===== src/idu_defs.svh =====
`ifndef IDU_DEFS_SVH
`define IDU_DEFS_SVH

// datapath and register file widths
`define GRLEN       32
`define REG_BITS    5
`define EXC_BITS    6

// exception codes
`define EXC_SYS     6'h0B
`define EXC_BRK     6'h0C
`define EXC_INE     6'h0D

// 3R format, inst[31:15]
`define OP_ADD_W    17'h00020
`define OP_SUB_W    17'h00022
`define OP_AND      17'h00029
`define OP_OR       17'h0002A
`define OP_XOR      17'h0002B
`define OP_MUL_W    17'h00038
`define OP_MULH_W   17'h00039
`define OP_MULH_WU  17'h0003A
`define OP_BREAK    17'h00054
`define OP_SYSCALL  17'h00056

// 2RI12 format, inst[31:22]
`define OP_ADDI_W   10'h00A
`define OP_LD_W     10'h0A2
`define OP_ST_W     10'h0A6

// 1RI20 format, inst[31:25]
`define OP_PCADDU12I 7'h0E

// branch format, inst[31:26]
`define OP_BL       6'h15
`define OP_BEQ      6'h16
`define OP_BNE      6'h17

`endif

===== src/idu_pkg.sv =====
`default_nettype none

`include "idu_defs.svh"

package idu_pkg;

   ////////////////////////////////////////
   // instruction word views
   ////////////////////////////////////////

   typedef struct packed {
      logic [16:0]          opcode;
      logic [`REG_BITS-1:0] rk;
      logic [`REG_BITS-1:0] rj;
      logic [`REG_BITS-1:0] rd;
   } inst_r3_t;

   typedef struct packed {
      logic [9:0]           opcode;
      logic [11:0]          si12;
      logic [`REG_BITS-1:0] rj;
      logic [`REG_BITS-1:0] rd;
   } inst_ri12_t;

   typedef struct packed {
      logic [6:0]           opcode;
      logic [19:0]          si20;
      logic [`REG_BITS-1:0] rd;
   } inst_ri20_t;

   // for bl, rj and rd carry offs[25:16]
   typedef struct packed {
      logic [5:0]           opcode;
      logic [15:0]          offs16;
      logic [`REG_BITS-1:0] rj;
      logic [`REG_BITS-1:0] rd;
   } inst_ri16_t;

   typedef union packed {
      inst_r3_t   r3;
      inst_ri12_t ri12;
      inst_ri20_t ri20;
      inst_ri16_t ri16;
   } inst_word_u;

   ////////////////////////////////////////
   // operation codes
   ////////////////////////////////////////

   typedef enum logic [2:0] {ALU_ADD, ALU_SUB, ALU_AND, ALU_OR, ALU_XOR} alu_op_e;
   typedef enum logic [0:0] {LSU_LOAD_W, LSU_STORE_W} lsu_op_e;
   typedef enum logic [1:0] {BRU_BEQ, BRU_BNE, BRU_BL} bru_op_e;
   typedef enum logic [2:0] {UNIT_ALU, UNIT_LSU, UNIT_BRU, UNIT_MUL, UNIT_NONE} unit_e;
   typedef enum logic [2:0] {
      IMM_NONE, IMM_SI12, IMM_SI20_HI, IMM_OFFS16, IMM_OFFS26
   } imm_kind_e;

   typedef struct packed {
      unit_e     unit;
      alu_op_e   alu_op;
      lsu_op_e   lsu_op;
      bru_op_e   bru_op;
      logic      mul_signed;
      logic      mul_hi;
      imm_kind_e imm_kind;
      logic      pc_rel;
      // rs2 taken from rd
      logic      rd_read;
      logic      gr_wen;
      logic      is_syscall;
      logic      is_break;
      logic      is_ine;
   } dec_op_t;

   ////////////////////////////////////////
   // decode to execute controls
   ////////////////////////////////////////

   typedef struct packed {
      logic                 valid;
      alu_op_e              op;
      logic [`GRLEN-1:0]    a;
      logic [`GRLEN-1:0]    b;
      logic                 b_imm;
      logic                 wen;
      logic [`REG_BITS-1:0] target;
   } alu_ctrl_t;

   typedef struct packed {
      logic                 valid;
      lsu_op_e              op;
      logic [`GRLEN-1:0]    imm;
      logic                 wen;
      logic [`REG_BITS-1:0] rd;
   } lsu_ctrl_t;

   typedef struct packed {
      logic              valid;
      bru_op_e           op;
      logic [`GRLEN-1:0] offset;
      logic              link_wen;
   } bru_ctrl_t;

   typedef struct packed {
      logic valid;
      logic wen;
      logic is_signed;
      logic hi;
   } mul_ctrl_t;

   typedef struct packed {
      logic                 exception;
      logic [`EXC_BITS-1:0] exccode;
   } exc_t;

   typedef struct packed {
      alu_ctrl_t            alu;
      lsu_ctrl_t            lsu;
      bru_ctrl_t            bru;
      mul_ctrl_t            mul;
      exc_t                 exc;
      logic [`REG_BITS-1:0] rs1;
      logic [`REG_BITS-1:0] rs2;
   } exec_ctrl_t;

endpackage

`default_nettype wire


===== src/idu_top.sv =====
`timescale 1ns/10ps
`default_nettype none

`include "idu_defs.svh"

module idu_top
   import idu_pkg::*;
(
   input  logic                 clk,
   input  logic                 rst_n,
   input  logic [31:0]          inst,
   input  logic [`GRLEN-1:0]    pc,
   input  logic                 inst_valid,
   input  logic [`GRLEN-1:0]    rs1_data,
   input  logic [`GRLEN-1:0]    rs2_data,
   output logic [`REG_BITS-1:0] rs1_addr,
   output logic [`REG_BITS-1:0] rs2_addr,
   output exec_ctrl_t           ctrl_e
);

   dec_op_t           dec_op;
   logic [`GRLEN-1:0] imm;
   exec_ctrl_t        ctrl_d;

   inst_decoder inst_decoder_inst (
      .inst   (inst),
      .dec_op (dec_op)
   );

   imm_gen imm_gen_inst (
      .inst     (inst),
      .imm_kind (dec_op.imm_kind),
      .imm      (imm)
   );

   // register file answers rs1/rs2 in this same cycle
   issue_ctrl issue_ctrl_inst (
      .dec_op     (dec_op),
      .inst       (inst),
      .imm        (imm),
      .pc         (pc),
      .inst_valid (inst_valid),
      .rs1_data   (rs1_data),
      .rs2_data   (rs2_data),
      .rs1_addr   (rs1_addr),
      .rs2_addr   (rs2_addr),
      .ctrl_d     (ctrl_d)
   );

   d2e_stage d2e_stage_inst (
      .clk    (clk),
      .rst_n  (rst_n),
      .ctrl_d (ctrl_d),
      .ctrl_e (ctrl_e)
   );

endmodule

`default_nettype wire


===== src/d2e_stage.sv =====
`timescale 1ns/10ps
`default_nettype none

module d2e_stage
   import idu_pkg::*;
(
   input  logic       clk,
   input  logic       rst_n,
   input  exec_ctrl_t ctrl_d,
   output exec_ctrl_t ctrl_e
);

   ////////////////////////////////////////
   // decode to execute register
   ////////////////////////////////////////

   // whole bundle moves every cycle, no stall
   always_ff @(posedge clk) begin
      ctrl_e <= ctrl_d;

      // control flags only, operands and codes keep flowing
      if (!rst_n) begin
         // alu
         ctrl_e.alu.valid <= 1'b0;
         ctrl_e.alu.wen   <= 1'b0;

         // lsu
         ctrl_e.lsu.valid <= 1'b0;
         ctrl_e.lsu.wen   <= 1'b0;

         // bru
         ctrl_e.bru.valid    <= 1'b0;
         ctrl_e.bru.link_wen <= 1'b0;

         // mul
         ctrl_e.mul.valid <= 1'b0;
         ctrl_e.mul.wen   <= 1'b0;

         // no exception out of reset
         ctrl_e.exc.exception <= 1'b0;
      end
   end

endmodule

`default_nettype wire


===== src/issue_ctrl.sv =====
`timescale 1ns/10ps
`default_nettype none

`include "idu_defs.svh"

module issue_ctrl
   import idu_pkg::*;
(
   input  dec_op_t              dec_op,
   input  inst_word_u           inst,
   input  logic [`GRLEN-1:0]    imm,
   input  logic [`GRLEN-1:0]    pc,
   input  logic                 inst_valid,
   input  logic [`GRLEN-1:0]    rs1_data,
   input  logic [`GRLEN-1:0]    rs2_data,
   output logic [`REG_BITS-1:0] rs1_addr,
   output logic [`REG_BITS-1:0] rs2_addr,
   output exec_ctrl_t           ctrl_d
);

   logic                 exc_any;
   logic                 go;
   logic                 alu_go;
   logic                 lsu_go;
   logic                 bru_go;
   logic                 mul_go;
   logic                 is_bl;
   logic [`REG_BITS-1:0] target;

   ////////////////////////////////////////
   // exceptions and dispatch
   ////////////////////////////////////////

   assign exc_any = dec_op.is_syscall | dec_op.is_break | dec_op.is_ine;

   // killed or faulting words go nowhere
   assign go     = inst_valid & ~exc_any;
   assign alu_go = go & (dec_op.unit == UNIT_ALU);
   assign lsu_go = go & (dec_op.unit == UNIT_LSU);
   assign bru_go = go & (dec_op.unit == UNIT_BRU);
   assign mul_go = go & (dec_op.unit == UNIT_MUL);

   ////////////////////////////////////////
   // register numbers
   ////////////////////////////////////////

   assign is_bl    = (dec_op.unit == UNIT_BRU) && (dec_op.bru_op == BRU_BL);
   assign rs1_addr = inst.r3.rj;
   assign rs2_addr = dec_op.rd_read ? inst.r3.rd : inst.r3.rk;
   // bl links into r1
   assign target   = is_bl ? {{(`REG_BITS-1){1'b0}}, 1'b1} : inst.r3.rd;

   always_comb begin
      ctrl_d.alu.valid     = alu_go;
      ctrl_d.alu.op        = dec_op.alu_op;
      ctrl_d.alu.b_imm     = (dec_op.imm_kind != IMM_NONE) & alu_go;
      ctrl_d.alu.a         = dec_op.pc_rel ? pc : rs1_data;
      ctrl_d.alu.b         = ctrl_d.alu.b_imm ? imm : rs2_data;
      ctrl_d.alu.wen       = dec_op.gr_wen & alu_go;
      ctrl_d.alu.target    = target;

      ctrl_d.lsu.valid     = lsu_go;
      ctrl_d.lsu.op        = dec_op.lsu_op;
      ctrl_d.lsu.imm       = imm;
      ctrl_d.lsu.wen       = dec_op.gr_wen & lsu_go;
      ctrl_d.lsu.rd        = target;

      ctrl_d.bru.valid     = bru_go;
      ctrl_d.bru.op        = dec_op.bru_op;
      ctrl_d.bru.offset    = imm;
      ctrl_d.bru.link_wen  = dec_op.gr_wen & bru_go;

      ctrl_d.mul.valid     = mul_go;
      ctrl_d.mul.wen       = dec_op.gr_wen & mul_go;
      ctrl_d.mul.is_signed = dec_op.mul_signed;
      ctrl_d.mul.hi        = dec_op.mul_hi;

      // syscall over break over ine
      ctrl_d.exc.exception = exc_any & inst_valid;
      ctrl_d.exc.exccode   = dec_op.is_syscall ? `EXC_SYS :
                             dec_op.is_break   ? `EXC_BRK :
                             dec_op.is_ine     ? `EXC_INE :
                                                 {`EXC_BITS{1'b0}};

      ctrl_d.rs1           = rs1_addr;
      ctrl_d.rs2           = rs2_addr;
   end

endmodule

`default_nettype wire


===== src/imm_gen.sv =====
`timescale 1ns/10ps
`default_nettype none

`include "idu_defs.svh"

module imm_gen
   import idu_pkg::*;
(
   input  inst_word_u        inst,
   input  imm_kind_e         imm_kind,
   output logic [`GRLEN-1:0] imm
);

   logic [25:0] offs26;

   // bl offset, inst[9:0] is the upper part
   assign offs26 = {inst.ri16.rj, inst.ri16.rd, inst.ri16.offs16};

   always_comb begin
      case (imm_kind)
         IMM_SI12:
            imm = {{(`GRLEN-12){inst.ri12.si12[11]}}, inst.ri12.si12};
         IMM_SI20_HI:
            imm = {inst.ri20.si20, 12'b0};
         // branch offsets are word aligned
         IMM_OFFS16:
            imm = {{(`GRLEN-18){inst.ri16.offs16[15]}}, inst.ri16.offs16, 2'b00};
         IMM_OFFS26:
            imm = {{(`GRLEN-28){offs26[25]}}, offs26, 2'b00};
         default:
            imm = '0;
      endcase
   end

endmodule

`default_nettype wire


===== src/inst_decoder.sv =====
`timescale 1ns/10ps
`default_nettype none

`include "idu_defs.svh"

module inst_decoder
   import idu_pkg::*;
(
   input  inst_word_u inst,
   output dec_op_t    dec_op
);

   always_comb begin
      dec_op          = '0;
      dec_op.unit     = UNIT_NONE;
      dec_op.alu_op   = ALU_ADD;
      dec_op.lsu_op   = LSU_LOAD_W;
      dec_op.bru_op   = BRU_BEQ;
      dec_op.imm_kind = IMM_NONE;

      // 3R ops first, then narrower opcode fields
      case (inst.r3.opcode)
         `OP_ADD_W, `OP_SUB_W, `OP_AND, `OP_OR, `OP_XOR: begin
            dec_op.unit   = UNIT_ALU;
            dec_op.gr_wen = 1'b1;
         end
         `OP_MUL_W, `OP_MULH_W, `OP_MULH_WU: begin
            dec_op.unit       = UNIT_MUL;
            dec_op.gr_wen     = 1'b1;
            dec_op.mul_signed = (inst.r3.opcode != `OP_MULH_WU);
            dec_op.mul_hi     = (inst.r3.opcode != `OP_MUL_W);
         end
         `OP_SYSCALL: dec_op.is_syscall = 1'b1;
         `OP_BREAK:   dec_op.is_break = 1'b1;
         default: begin
            case (inst.ri12.opcode)
               `OP_ADDI_W: begin
                  dec_op.unit     = UNIT_ALU;
                  dec_op.gr_wen   = 1'b1;
                  dec_op.imm_kind = IMM_SI12;
               end
               `OP_LD_W: begin
                  dec_op.unit     = UNIT_LSU;
                  dec_op.gr_wen   = 1'b1;
                  dec_op.imm_kind = IMM_SI12;
               end
               `OP_ST_W: begin
                  dec_op.unit     = UNIT_LSU;
                  dec_op.lsu_op   = LSU_STORE_W;
                  dec_op.rd_read  = 1'b1;
                  dec_op.imm_kind = IMM_SI12;
               end
               default: begin
                  if (inst.ri20.opcode == `OP_PCADDU12I) begin
                     dec_op.unit     = UNIT_ALU;
                     dec_op.gr_wen   = 1'b1;
                     dec_op.pc_rel   = 1'b1;
                     dec_op.imm_kind = IMM_SI20_HI;
                  end else begin
                     case (inst.ri16.opcode)
                        `OP_BL: begin
                           dec_op.unit     = UNIT_BRU;
                           dec_op.bru_op   = BRU_BL;
                           dec_op.gr_wen   = 1'b1;
                           dec_op.imm_kind = IMM_OFFS26;
                        end
                        `OP_BEQ, `OP_BNE: begin
                           dec_op.unit     = UNIT_BRU;
                           dec_op.bru_op   = (inst.ri16.opcode == `OP_BNE) ? BRU_BNE : BRU_BEQ;
                           dec_op.rd_read  = 1'b1;
                           dec_op.imm_kind = IMM_OFFS16;
                        end
                        // nothing matched
                        default: dec_op.is_ine = 1'b1;
                     endcase
                  end
               end
            endcase
         end
      endcase

      // alu sub-op only differs among the 3R logic/arith ops
      case (inst.r3.opcode)
         `OP_SUB_W: dec_op.alu_op = ALU_SUB;
         `OP_AND:   dec_op.alu_op = ALU_AND;
         `OP_OR:    dec_op.alu_op = ALU_OR;
         `OP_XOR:   dec_op.alu_op = ALU_XOR;
         default:   dec_op.alu_op = ALU_ADD;
      endcase
   end

endmodule

`default_nettype wire


===== config.mk =====
export PLATFORM = sky130hd
export DESIGN_NAME = idu_top
export DESIGN_NICKNAME = d
export VERILOG_FILES = /design/src/idu_pkg.sv /design/src/idu_top.sv /design/src/d2e_stage.sv /design/src/issue_ctrl.sv /design/src/imm_gen.sv /design/src/inst_decoder.sv
export VERILOG_INCLUDE_DIRS = /design/src
export SDC_FILE = /design/constraint.sdc
export NUM_CORES = 1
export LEC_CHECK = 0
export BUFFER_PORTS_ARGS = -buffer_cell sky130_fd_sc_hd__buf_2
export CORE_AREA = 2 2 122 124
export DETAILED_ROUTE_END_ITERATION = 10
export DIE_AREA = 0 0 124 126
export PLACE_DENSITY = 0.66
export SLEW_MARGIN = 20
export SYNTH_ARGS = -nofsm -noshare
export SYNTH_HDL_FRONTEND = slang
export SYNTH_SLANG_ARGS = --single-unit

===== constraint.sdc =====
create_clock -name clk -period 7.8 [get_ports clk]
set_clock_uncertainty 0.1 [all_clocks]
set_input_delay 1.56 -clock clk [delete_from_list [all_inputs] [get_ports clk]]
set_output_delay 1.56 -clock clk [all_outputs]
set_load 0.02 [all_outputs]

==> key figures <==
CTS
  • CTS clk-pin slew, worst paths: 0.06 ns
  • Post-CTS Setup Bufs: 0
  • Sink Count: 133
  • Post-CTS resize count: 0
  • H-tree depth: 4
  • Clk buf depth: 2
  • Clock root cell: clkbuf_16
  • CTS Buf Count: 17
  • CTS tree: yes
  • Cts hold-fix bufs: 0

Finish
  • Filler cells: 1338
  • Biggest regs: d2e_stage_inst.ctrl_e (133)
  • Layout cell share with drive strength beyond 1: 63.0%
  • Final net count: 782
  • # diodes: 0
  • Syn-to-layout area delta: 40.5%
  • Max reg flops: 133
  • Final core occ: 46.5%
  • Top reg by flops: d2e_stage_inst.ctrl_e
  • Post-route insts no fill: 848

Worst hold path
  • Hold Path Stages: 1
  • Worst hold path class: input pin to register
  • Hold EP: d2e_stage_inst.ctrl_e[6]
  • Hold Path Origin: inst[6]

Floorplanning
  • Die area: 0.0156 mm^2
  • IO Count: 313
  • Initial core utilization: 33.1%
  • Chip height: 126 um
  • Core area: 0.0143 mm^2
  • Die X: 124 um
  • Row cnt: 44

Placed design
  • Final Wtd Congestion: 0.764
  • Final HPWL DP: 11.8 mm
  • Inst Count DP: 816
  • Port Buf Inserts: 310

Timing
  • Worst-Margin Slew: 0.902 ns
  • WHS: 1.21 ns
  • Post-route setup TNS: 0 ns
  • Tcrit/Tclk final: 68.7%
  • Tmin final: 5.36 ns
  • Worst slew margin: 39.0%
  • Slew Viols, Final: 0
  • F_max: 187 MHz
  • # setup viols final: 0
  • RSZ-0062 raised after global routing: false
  • Final hold violations: 0

Synthesis
  • Synth Area in Compound Gates: 8.16%
  • Largest family of logic cells by synthesized area: multiplexers
  • Sequential fraction of the synthesis area: 56.2%
  • Ys Warns: 0
  • XOR/XNOR share of the synthesized area: 0.185%
  • Post-Synth Adder-Cell Area: 0%
  • Mux cell area share after synthesis: 16.4%
  • Ys flop type: dfxtp_1
  • EDFF count, synth: 0
  • Post-synthesis area per instance: 12.1 um^2
  • Yosys cell types: 46
  • Yosys reg bits: 133
  • Synth async-reset ratio: 0%
  • Post-Syn Area: 0.00474 mm^2
  • Mapped Cells: 390
  • Synth Area in Simple Gates: 8.40%

Critical path
  • WP data required: 6.14 ns
  • Largest fanout on the critical path: 8
  • Crit. End Element: primary output
  • Crit Path Class: input pin to primary output
  • Data arrival time of the critical path: 3.70 ns
  • Startpoint types: input pin

Drt
  • Vias: 3935
  • First-pass DRT Iterations: 4
  • ANT nets after route: 0
  • Post-DR vias/cell: 4.64
  • WL/cell: 17.7 um
  • Initial DRC Count: 229
  • Routed wire length: 15.0 mm
  • # DRC: 0

Global route
  • Number of global-route vias before repair: 4025
  • First-pass GRT wire length: 22.1 mm
  • Gr usage total: 19.3%
  • Largest net degree at the start of global routing: 54
  • Initial antenna violation count: 1
  • Gr ovfl total: 0

Power and ir drop
  • Worst VDD drop: 0.119 mV
  • Leak: 3.34 nW
  • Pwr Density: 252 mW/mm^2

Status
  • Outcome: complete, no violations

Job
  • Maxcap violations: 0
## worst max-delay path, stage by stage
cell    delay [ns]
buf_2         0.14
or4_4         0.57
or3_4         0.43
nor2_1        0.14
a21o_1        0.29
mux2_2        0.39
buf_2         0.16
## worst max path at each step
stage	start	end	slack [ns]
finish	inst[26]	rs2_addr[3]	2.44
global route	inst[26]	rs2_addr[2]	2.34
CTS	inst[26]	rs2_addr[2]	2.45
detailed placement	inst[26]	rs2_addr[2]	2.45
global placement	inst[26]	rs2_addr[4]	2.50
floorplan	inst[26]	rs2_addr[0]	2.82
## report_power, final
group | switching [mW] | internal [mW] | total [mW] | leakage [nW]
sequential | 0.00726 | 0.707 | 0.714 | 1.10
clock | 0.288 | 0.511 | 0.799 | 0.295
combinational | 0.0953 | 0.0664 | 0.162 | 1.94
## cells in the final DEF (no fill, tap or decap), types with 3 or more instances in the layout
cell and count:
a21o_1 7, a221o_1 14, a22o_1 8, and2_1 3, buf_2 310, bufinv_16 3
clkbuf_16 17, clkinv_2 4, dfxtp_1 133, inv_1 5, mux2_2 68, nand2_1 7
nand3_1 3, nand3b_1 3, nor2_1 13, nor2b_1 4, nor3_1 8, nor4_1 3
o21ai_0 6
## final cells by class
| cell class | count | area, um^2 | area share [%] |
|---|---|---|---|
| well taps | 184 | 230 | 3.46 |
| flip-flops and latches | 133 | 2660 | 40.0 |
| clock buffers | 20 | 447 | 6.71 |
| multi-input cells | 182 | 1580 | 23.7 |
| clock inverters | 12 | 153 | 2.29 |
| repair buffers | 312 | 1570 | 23.5 |
| inverters | 5 | 18.8 | 0.282 |
## synthesized netlist by cell type, types with 2 or more instances
library cell	instances	share of area, %
nor3b_1	2	0.32
a21o_1	7	1.1
buf_6	3	0.71
nor4b_1	2	0.37
buf_1	3	0.24
clkbuf_1	7	0.55
a221o_1	14	3.0
nor2_1	13	1.0
nand2b_1	2	0.26
or2_2	2	0.26
and2_1	3	0.40
and3_1	3	0.40
mux2_2	68	16
o21ai_0	6	0.63
dfxtp_1	133	56
nor4_1	3	0.40
nor3_1	8	0.85
nor4bb_1	2	0.42
a22o_1	8	1.5
inv_1	5	0.40
nand3_1	3	0.32
nor2b_1	4	0.53
o2bb2ai_1	2	0.37
a31oi_1	2	0.26
buf_2	8	0.85
nand3b_1	3	0.48
nand2_1	7	0.55
buf_4	49	7.8
## metal layers
metal,up-vias,share of wire (%),GRT usage [%]
met4,2,1.6,6.41
met2,223,53,35.3
met1,1846,36,20.2
li1,1844,-,-
met3,20,9.2,6.88
met5,-,0.086,0
## logic make-up after synthesis
logic type | count (synthesis)
flops | 133
buf+inv | 76
mux | 69
simple gates | 65
compound gates | 45
xor+xnor | 1
other cells | 1
## metrics by stage
step                area [um^2]  power, mW  setup slack [ns]
global route               6660       1.74              2.34
floorplan                  4740      0.819              2.82
CTS                        6660       1.70              2.45
detailed placement         6060      0.892              2.45
finish                     6660       1.67              2.44
global placement           6060      0.889              2.50
Power figures use the tool's default switching activity.
